**src/design/radio_defs.svh**
```systemverilog
/* radio slot widths and constants */

`ifndef RADIO_DEFS_SVH
`define RADIO_DEFS_SVH

// sample stream, I in the upper half and Q in the lower half
`define RADIO_SAMPLE_W         32
`define RADIO_IQ_W             16   // signed component

// wishbone classic slave
`define RADIO_WB_AW            4    // word address
`define RADIO_WB_DW            32

// timekeeping
`define RADIO_TIME_W           32
`define RADIO_PPS_SYNC_STAGES  2

// led bits per channel are {rx, txrx_tx, txrx_rx}
`define RADIO_LED_W            3

`endif

```
**src/design/radio_pkg.sv**
```systemverilog
/* radio slot register map */
`default_nettype none

`include "radio_defs.svh"

package radio_pkg;

   // word addresses seen on the wishbone port
   typedef enum logic [`RADIO_WB_AW-1:0] {
      REG_CH0_CTRL   = 0,    // bit 0 swaps I and Q
      REG_CH0_OFFSET = 1,    // {i_offset, q_offset}
      REG_CH1_CTRL   = 2,
      REG_CH1_OFFSET = 3,
      REG_LEDS       = 4,    // ch1 in 5..3, ch0 in 2..0
      REG_MISC_OUT   = 5,
      REG_MISC_IN    = 6,    // read only
      REG_TIME_NEXT  = 7,    // time loaded at next pps
      REG_TIME_CTRL  = 8,    // write 1 to arm, read armed status
      REG_PPS_TIME   = 9,    // read only
      REG_TIME_NOW   = 10    // read only
   } reg_addr_e;

endpackage : radio_pkg

`default_nettype wire

```
**src/design/pps_timekeeper.sv**
```systemverilog
/* pps timekeeper */
`timescale 1ns/100ps
`default_nettype none

`include "radio_defs.svh"

module pps_timekeeper
   import radio_pkg::*;
(
   input  wire                          radio_clk,
   input  wire                          i_rst_n,
   input  wire                          i_pps,          // asynchronous
   input  wire  [`RADIO_TIME_W-1:0]     i_time_next,
   input  wire                          i_time_arm,     // single cycle
   output logic                         o_armed,
   output logic [`RADIO_TIME_W-1:0]     o_pps_time,
   output logic [`RADIO_TIME_W-1:0]     o_time_now
);

   localparam int SYNC_N = `RADIO_PPS_SYNC_STAGES;

   logic [SYNC_N-1:0]  pps_sync;      // bit 0 samples the pin
   logic               pps_last;      // previous synced level
   logic               pps_edge;      // registered rising edge

   always_ff @(posedge radio_clk) begin
      if (!i_rst_n) begin
         pps_sync   <= '0;
         pps_last   <= 1'b0;
         pps_edge   <= 1'b0;
         o_armed    <= 1'b0;
         o_pps_time <= '0;
         o_time_now <= '0;
      end else begin
         pps_sync <= {pps_sync[SYNC_N-2:0], i_pps};
         pps_last <= pps_sync[SYNC_N-1];
         pps_edge <= pps_sync[SYNC_N-1] & ~pps_last;

         if (pps_edge && o_armed) begin
            // armed load, counter and latch both take the preset
            o_time_now <= i_time_next;
            o_pps_time <= i_time_next;
            o_armed    <= 1'b0;
         end else begin
            o_time_now <= o_time_now + 1'b1;
            if (pps_edge) begin
               o_pps_time <= o_time_now;   // free running latch
               o_armed    <= 1'b0;
            end else if (i_time_arm) begin
               o_armed    <= 1'b1;
            end
         end
      end
   end

   // an edge always consumes or blocks the arm
   a_edge_disarms : assert property (@(posedge radio_clk) disable iff (!i_rst_n)
      pps_edge |=> !o_armed);

endmodule : pps_timekeeper

`default_nettype wire

```
**src/design/radio_core.sv**
```systemverilog
/* radio slot top level */
`timescale 1ns/100ps
`default_nettype none

`include "radio_defs.svh"

module radio_core
   import radio_pkg::*;
(
   input  wire                          radio_clk,
   input  wire                          i_rst_n,
   // wishbone classic slave
   input  wire                          i_wb_cyc,
   input  wire                          i_wb_stb,
   input  wire                          i_wb_we,
   input  wire  [`RADIO_WB_AW-1:0]      i_wb_adr,
   input  wire  [`RADIO_WB_DW-1:0]      i_wb_dat,
   output logic [`RADIO_WB_DW-1:0]      o_wb_dat,
   output logic                         o_wb_ack,
   // adc stream, fanned to both channels
   input  wire  [`RADIO_SAMPLE_W-1:0]   i_rx,
   input  wire                          i_rx_stb,
   output logic [`RADIO_SAMPLE_W-1:0]   o_rx0,
   output logic                         o_rx0_stb,
   output logic [`RADIO_SAMPLE_W-1:0]   o_rx1,
   output logic                         o_rx1_stb,
   // timing and board io
   input  wire                          i_pps,
   output logic [`RADIO_LED_W-1:0]      o_radio_led,
   output logic [`RADIO_WB_DW-1:0]      o_misc_out,
   input  wire  [`RADIO_WB_DW-1:0]      i_misc_in
);

   logic                        ch0_swap;
   logic [`RADIO_SAMPLE_W-1:0]  ch0_offset;
   logic                        ch1_swap;
   logic [`RADIO_SAMPLE_W-1:0]  ch1_offset;
   logic [`RADIO_TIME_W-1:0]    time_next;
   logic                        time_arm;
   logic                        time_armed;
   logic [`RADIO_TIME_W-1:0]    pps_time;
   logic [`RADIO_TIME_W-1:0]    time_now;

   ////////////////////////////////////////////////////////////////////////////
   // control registers
   ////////////////////////////////////////////////////////////////////////////
   radio_regs u_regs (
      .radio_clk    (radio_clk),     .i_rst_n      (i_rst_n),
      .i_wb_cyc     (i_wb_cyc),      .i_wb_stb     (i_wb_stb),
      .i_wb_we      (i_wb_we),       .i_wb_adr     (i_wb_adr),
      .i_wb_dat     (i_wb_dat),      .o_wb_dat     (o_wb_dat),
      .o_wb_ack     (o_wb_ack),
      .i_misc_in    (i_misc_in),     .i_time_armed (time_armed),
      .i_pps_time   (pps_time),      .i_time_now   (time_now),
      .o_ch0_swap   (ch0_swap),      .o_ch0_offset (ch0_offset),
      .o_ch1_swap   (ch1_swap),      .o_ch1_offset (ch1_offset),
      .o_time_next  (time_next),     .o_time_arm   (time_arm),
      .o_misc_out   (o_misc_out),    .o_radio_led  (o_radio_led)
   );

   ////////////////////////////////////////////////////////////////////////////
   // front end correction, one per channel
   ////////////////////////////////////////////////////////////////////////////
   rx_frontend u_rx_fe0 (
      .radio_clk    (radio_clk),     .i_rst_n      (i_rst_n),
      .i_swap       (ch0_swap),      .i_offset     (ch0_offset),
      .i_sample     (i_rx),          .i_sample_stb (i_rx_stb),
      .o_sample     (o_rx0),         .o_sample_stb (o_rx0_stb)
   );

   rx_frontend u_rx_fe1 (
      .radio_clk    (radio_clk),     .i_rst_n      (i_rst_n),
      .i_swap       (ch1_swap),      .i_offset     (ch1_offset),
      .i_sample     (i_rx),          .i_sample_stb (i_rx_stb),   // same adc
      .o_sample     (o_rx1),         .o_sample_stb (o_rx1_stb)
   );

   // time base
   pps_timekeeper u_time (
      .radio_clk    (radio_clk),     .i_rst_n      (i_rst_n),
      .i_pps        (i_pps),         .i_time_next  (time_next),
      .i_time_arm   (time_arm),      .o_armed      (time_armed),
      .o_pps_time   (pps_time),      .o_time_now   (time_now)
   );

endmodule : radio_core

`default_nettype wire

```
**src/design/radio_regs.sv**
```systemverilog
/* radio register block */
`timescale 1ns/100ps
`default_nettype none

`include "radio_defs.svh"

module radio_regs
   import radio_pkg::*;
(
   input  wire                          radio_clk,
   input  wire                          i_rst_n,
   // wishbone classic slave
   input  wire                          i_wb_cyc,
   input  wire                          i_wb_stb,
   input  wire                          i_wb_we,
   input  wire  [`RADIO_WB_AW-1:0]      i_wb_adr,
   input  wire  [`RADIO_WB_DW-1:0]      i_wb_dat,
   output logic [`RADIO_WB_DW-1:0]      o_wb_dat,
   output logic                         o_wb_ack,
   // status back from the radio
   input  wire  [`RADIO_WB_DW-1:0]      i_misc_in,
   input  wire                          i_time_armed,
   input  wire  [`RADIO_TIME_W-1:0]     i_pps_time,
   input  wire  [`RADIO_TIME_W-1:0]     i_time_now,
   // front end controls
   output logic                         o_ch0_swap,
   output logic [`RADIO_SAMPLE_W-1:0]   o_ch0_offset,
   output logic                         o_ch1_swap,
   output logic [`RADIO_SAMPLE_W-1:0]   o_ch1_offset,
   // timekeeper controls
   output logic [`RADIO_TIME_W-1:0]     o_time_next,
   output logic                         o_time_arm,    // single cycle
   // board outputs
   output logic [`RADIO_WB_DW-1:0]      o_misc_out,
   output logic [`RADIO_LED_W-1:0]      o_radio_led
);

   localparam int LED_W = `RADIO_LED_W;

   logic                        wb_req;         // first cycle of a transfer
   logic                        wb_wr;
   reg_addr_e                   wb_addr;
   logic [`RADIO_WB_DW-1:0]     rd_data;
   logic [2*LED_W-1:0]          led_reg;        // both channel fields
   logic [`RADIO_WB_DW-1:0]     misc_out_reg;
   logic [`RADIO_WB_DW-1:0]     misc_in_r;

   assign wb_req  = i_wb_cyc & i_wb_stb & ~o_wb_ack;   // ack low, so not yet served
   assign wb_wr   = wb_req & i_wb_we;
   assign wb_addr = reg_addr_e'(i_wb_adr);

   ////////////////////////////////////////////////////////////////////////////
   // readback mux
   ////////////////////////////////////////////////////////////////////////////
   always_comb begin
      rd_data = '0;
      case (wb_addr)
         REG_CH0_CTRL:   rd_data[0] = o_ch0_swap;
         REG_CH0_OFFSET: rd_data = o_ch0_offset;
         REG_CH1_CTRL:   rd_data[0] = o_ch1_swap;
         REG_CH1_OFFSET: rd_data = o_ch1_offset;
         REG_LEDS:       rd_data[2*LED_W-1:0] = led_reg;
         REG_MISC_OUT:   rd_data = misc_out_reg;
         REG_MISC_IN:    rd_data = misc_in_r;
         REG_TIME_NEXT:  rd_data = o_time_next;
         REG_TIME_CTRL:  rd_data[0] = i_time_armed;
         REG_PPS_TIME:   rd_data = i_pps_time;
         REG_TIME_NOW:   rd_data = i_time_now;
         default:        rd_data = '0;          // unmapped
      endcase
   end

   ////////////////////////////////////////////////////////////////////////////
   // handshake and register writes
   ////////////////////////////////////////////////////////////////////////////
   always_ff @(posedge radio_clk) begin
      if (!i_rst_n) begin
         o_wb_ack     <= 1'b0;
         o_ch0_swap   <= 1'b0;
         o_ch0_offset <= '0;
         o_ch1_swap   <= 1'b0;
         o_ch1_offset <= '0;
         o_time_next  <= '0;
         o_time_arm   <= 1'b0;
         led_reg      <= '0;
         misc_out_reg <= '0;
         o_misc_out   <= '0;
         o_radio_led  <= '0;
         misc_in_r    <= '0;
      end else begin
         o_wb_ack   <= wb_req;      // one cycle after stb
         o_time_arm <= 1'b0;
         if (wb_wr) begin
            case (wb_addr)
               REG_CH0_CTRL:   o_ch0_swap   <= i_wb_dat[0];
               REG_CH0_OFFSET: o_ch0_offset <= i_wb_dat;
               REG_CH1_CTRL:   o_ch1_swap   <= i_wb_dat[0];
               REG_CH1_OFFSET: o_ch1_offset <= i_wb_dat;
               REG_LEDS:       led_reg      <= i_wb_dat[2*LED_W-1:0];
               REG_MISC_OUT:   misc_out_reg <= i_wb_dat;
               REG_TIME_NEXT:  o_time_next  <= i_wb_dat;
               REG_TIME_CTRL:  o_time_arm   <= i_wb_dat[0];   // arm only on a 1
               default: ;                                     // read only or unmapped
            endcase
         end
         o_misc_out  <= misc_out_reg;
         // both channels lit as one overlay
         o_radio_led <= led_reg[LED_W-1:0] | led_reg[2*LED_W-1:LED_W];
         misc_in_r   <= i_misc_in;
      end
   end

   // read data held while ack is high
   always_ff @(posedge radio_clk) begin
      if (wb_req) begin
         o_wb_dat <= rd_data;
      end
   end

   // ack is a single pulse per transfer
   a_ack_pulse : assert property (@(posedge radio_clk) disable iff (!i_rst_n)
      o_wb_ack |=> !o_wb_ack);

   // ack only answers a request seen on the previous edge
   a_ack_req : assert property (@(posedge radio_clk) disable iff (!i_rst_n)
      o_wb_ack |-> $past(i_wb_cyc && i_wb_stb));

endmodule : radio_regs

`default_nettype wire

```
**src/design/rx_frontend.sv**
```systemverilog
/* rx front end correction */
`timescale 1ns/100ps
`default_nettype none

`include "radio_defs.svh"

module rx_frontend
   import radio_pkg::*;
(
   input  wire                          radio_clk,
   input  wire                          i_rst_n,
   input  wire                          i_swap,
   input  wire  [`RADIO_SAMPLE_W-1:0]   i_offset,      // {i_off, q_off}
   input  wire  [`RADIO_SAMPLE_W-1:0]   i_sample,      // {i, q}
   input  wire                          i_sample_stb,
   output logic [`RADIO_SAMPLE_W-1:0]   o_sample,
   output logic                         o_sample_stb
);

   localparam int IQ_W = `RADIO_IQ_W;

   logic [`RADIO_SAMPLE_W-1:0]  s1_sample;     // after swap
   logic                        s1_stb;
   logic signed [IQ_W:0]        sum_i;         // one guard bit
   logic signed [IQ_W:0]        sum_q;

   // clamp a guarded sum back to IQ_W bits
   function automatic logic [IQ_W-1:0] sat_iq(input logic signed [IQ_W:0] v);
      logic [IQ_W-1:0] res;
      if (v[IQ_W] != v[IQ_W-1]) begin
         res = {v[IQ_W], {(IQ_W-1){~v[IQ_W]}}};   // full scale, sign kept
      end else begin
         res = v[IQ_W-1:0];
      end
      return res;
   endfunction

   // sign extended adds, cannot wrap in IQ_W+1 bits
   assign sum_i = $signed({s1_sample[2*IQ_W-1], s1_sample[2*IQ_W-1:IQ_W]})
                + $signed({i_offset[2*IQ_W-1], i_offset[2*IQ_W-1:IQ_W]});
   assign sum_q = $signed({s1_sample[IQ_W-1], s1_sample[IQ_W-1:0]})
                + $signed({i_offset[IQ_W-1], i_offset[IQ_W-1:0]});

   // strobe pipe
   always_ff @(posedge radio_clk) begin
      if (!i_rst_n) begin
         s1_stb       <= 1'b0;
         o_sample_stb <= 1'b0;
      end else begin
         s1_stb       <= i_sample_stb;
         o_sample_stb <= s1_stb;
      end
   end

   // data pipe, loads only on strobe
   always_ff @(posedge radio_clk) begin
      if (i_sample_stb) begin
         s1_sample <= i_swap ? {i_sample[IQ_W-1:0], i_sample[2*IQ_W-1:IQ_W]} : i_sample;
      end
      if (s1_stb) begin
         o_sample <= {sat_iq(sum_i), sat_iq(sum_q)};
      end
   end

   // two stages from input strobe to output strobe
   a_stb_latency : assert property (@(posedge radio_clk) disable iff (!i_rst_n)
      o_sample_stb |-> $past(i_sample_stb, 2));

endmodule : rx_frontend

`default_nettype wire

```
**config.mk**
```make
export PLATFORM = sky130hd
export DESIGN_NAME = radio_core
export DESIGN_NICKNAME = d
export VERILOG_FILES = /design/src/design/radio_pkg.sv /design/src/design/pps_timekeeper.sv /design/src/design/radio_core.sv /design/src/design/radio_regs.sv /design/src/design/rx_frontend.sv
export VERILOG_INCLUDE_DIRS = /design/src /design/src/design
export SDC_FILE = /design/constraint.sdc
export NUM_CORES = 1
export LEC_CHECK = 0
export ABC_AREA = 0
export ABC_CLOCK_PERIOD_IN_PS = 11060
export BUFFER_PORTS_ARGS = -buffer_cell sky130_fd_sc_hd__buf_4
export CAP_MARGIN = 25
export CORE_ASPECT_RATIO = 0.8
export CORE_UTILIZATION = 40
export CTS_CLUSTER_SIZE = 16
export DETAILED_ROUTE_END_ITERATION = 10
export GPL_TIMING_DRIVEN = 0
export PLACE_DENSITY_LB_ADDON = 0.1
export SYNTH_ARGS = -nofsm -noshare
export SYNTH_HDL_FRONTEND = slang
export SYNTH_SLANG_ARGS = --single-unit
```
**constraint.sdc**
```tcl
create_clock -name radio_clk -period 11.06 [get_ports radio_clk]
set_input_delay 2.212 -clock radio_clk [delete_from_list [all_inputs] [get_ports radio_clk]]
set_output_delay 2.212 -clock radio_clk [all_outputs]
set_load 0.01 [all_outputs]
```
==> metrics.yaml <==
critPathKind: "input pin to flop"
synth_top_family_by_area: "compound AO/OA/AOI/OAI gates"
post_drt_wl_per_cell_um: 23.3
syn_nets: 2307
nNetsFinal: 2592
drc_errors: 0
cp_data_required_time_ns: 11.51
cts_tree: "built"
htree_num_levels: 2
max_slew_margin: 0.265
synth_mux_area_frac: 0.0525
fin_worst_skew_ns: 0.0242
numCtsBuffers: 45
finalCritPeriodShare: 0.396
ant_nets: 0
power_frac_seq: 0.488
drt_first_pass_iters: 9
irDropWorstVdd_v: 0.0000897
startpoint_type: "input pin"
status: "completed"
worstMarginPinSlew_ns: 1.10
drt_iter0_drc: 1940
slowest_stage: "clkbuf_1"
core_mm2: 0.0502
synth_area_leaders: "dfxtp_1, edfxtp_1, nand2_1"
yosysSeqAreaShare: 0.502
r2r-end: "u_rx_fe1.o_sample[13]$_DFFE_PP_"
rr_startpoint: "u_regs.o_ch1_offset[0]$_SDFFE_PN0P_"
critPathMaxFanout: 10
clock-sinks: 436
synth_top_area_frac: 0.268
clock_power_share: 0.436
num_vias: 17786
worstRegToRegCells: 11
combPwrFrac: 0.075
drive_above_1_share: 0.164
postCtsHoldBufs: 0
grt_pass1_wl_mm: 108
initial_core_util: 0.410
worst_ep_arrival_time_ns: 4.83
worstSetupStartpoint: "i_wb_adr[0]"
ctsResizeCount: 0
synth_compound_area_frac: 0.178
post-route-util: 0.492
synthSimpleGateAreaFrac: 0.158
endpoint: "u_regs.o_wb_dat[30]$_DFFE_PP_"
area_growth_pct: 20.1
final_common_cell: "nand2_1"
drt-total-wl_mm: 72.9
reg2reg_slack_ns: 7.65
max_stage_delay_ns: 0.88
grt_pass1_vias: 17006
grtUsageTotal: 0.273
grt_max_degree: 66
antenna_found_initial: 5
crit_chain: "clkbuf_1 > nand2b_1 > nor3_1 > clkbuf_1 > a222oi_1 > nand3_1"
final_max_slew_viol_count: 0
critPathCaptureType: "flop"
rows: 73
synth_flop_cell: "dfxtp_1"
cts_setup_buffers: 0
io_buffers: 236
avgViaCountPerCell: 5.68
clkTransAtPathRegs_ns: 0.06
finalHoldViolations: 0
yosys.area_share.adder: 0.0479
finalSetupViolations: 0
die_h_um: 205
swShare: 0.239
netlist_area_mm2: 0.0206
ioPinCount: 241
cts_root_buffer: "clkbuf_16"
p_sw_uw: 852
synth_seq_cells: 436
fin_setup_tns_ns: 0
syn_inst: 2131
synth_xor_area_frac: 0.0294
pre_cts_slack_ns: 6.25
gp_congestion: 0.982
setup_slack_ns: 6.68
grt_setup_unrepaired: "false"
hpwl_mm: 55.5
overflow: 0
yosys.cell_types.count: 79
yosysWarnings: 0
crit_top_cell: "clkbuf_1"
insertion_delay_ns: 0.60
async_flop_share: 0
power_leakage_nw: 9.23
dieArea_mm2: 0.0524
maxCapViolations: 0
fp.dieW_um: 256
yosys.area.top_type: "dfxtp_1"
final_cell_mix: "nand2_1, dfxtp_1, a21oi_1, buf_4, edfxtp_1"
power.internal_mw: 2.71
synth_enable_flop_cells: 160
fmax_ghz: 0.228
min_path_type: "flop to flop"
synth.avg_cell_area_um2: 9.66
fin_crit_ns: 4.38
power_density_mw_per_mm2: 144
clk_path_buf_depth: 3
critical path, delay by kind of cell:
kind,cells,cell delay [ns]
buffers and inverters,2,1.16
and+or+nand+nor,3,1.09
AOI/OAI and AO/OA,1,0.35
area by class of cell:
| cell class | instances | area (µm²) |
|---|---|---|
| fillers | 4795 | 25500 |
| well taps | 675 | 845 |
| diodes | 3 | 7.51 |
| flip-flops and latches | 436 | 10300 |
| clock inverters | 16 | 205 |
| clock buffers | 67 | 1270 |
| plain buffers | 129 | 518 |
| multi-input cells | 1527 | 9600 |
| repair buffers | 238 | 1800 |
| inverters | 39 | 146 |
metal layers:
layer | vias to the layer above | GRT usage | wire length [µm]
met5 | - | 0 | 11
met2 | 769 | 0.426 | 32400
met4 | 2 | 0.0796 | 1670
li1 | 8324 | - | -
met1 | 8580 | 0.383 | 32600
met3 | 111 | 0.0533 | 6260
power groups by stage:
stage / clock (mW) / sequential [mW] / combinational [mW]
after global routing: 1.63 / 1.74 / 0.290
final: 1.55 / 1.74 / 0.269
after floorplan: 0 / 1.77 / 0.124
after CTS: 1.57 / 1.74 / 0.266
after detailed placement: 0 / 1.77 / 0.264
after global placement: 0 / 1.77 / 0.261
per-stage QoR:
step,area [µm²],hold WS (ns),instances,total power [mW]
after global placement,23200,0.377,3042,2.04
after CTS,24700,0.391,3127,3.58
after global routing,24700,0.406,3128,3.66
final,24700,0.386,3130,3.56
after detailed placement,23200,0.386,3044,2.04
after floorplan,20600,0.367,2131,1.89
cells by family (layout without fill, tap and decap cells):
family	count (synthesis)	after routing
compound gates	563	563
simple gates	717	717
flops	436	436
mux	100	100
buf+inv	168	489
other cells	0	3
xor+xnor	69	69
fa+ha+maj	78	78
synthesized netlist by cell type, types with 35 or more instances:
library cell and n:
a211oi_1 56, a21oi_1 242, a22oi_1 70, and2_1 81
clkbuf_1 104, dfxtp_1 276, edfxtp_1 160, ha_1 65
inv_1 38, mux2_2 64, mux2i_1 36, nand2_1 347
nand3_1 59, nor2_1 117, o21ai_0 47, xor2_1 35
worst min path at each step:
stage | startpoint | to | slack [ns] | cells past startpoint
floorplan | u_time.pps_last$_SDFF_PN0_ | u_time.pps_edge$_SDFF_PN0_ | 0.37 | 1
global placement | u_time.pps_last$_SDFF_PN0_ | u_time.pps_edge$_SDFF_PN0_ | 0.38 | 1
detailed placement | u_time.pps_last$_SDFF_PN0_ | u_time.pps_edge$_SDFF_PN0_ | 0.39 | 1
CTS | u_time.pps_last$_SDFF_PN0_ | u_time.pps_edge$_SDFF_PN0_ | 0.39 | 1
global route | u_time.pps_last$_SDFF_PN0_ | u_time.pps_edge$_SDFF_PN0_ | 0.41 | 1
finish | u_time.pps_last$_SDFF_PN0_ | u_time.pps_edge$_SDFF_PN0_ | 0.39 | 1
(Power assumes the default switching activity.)
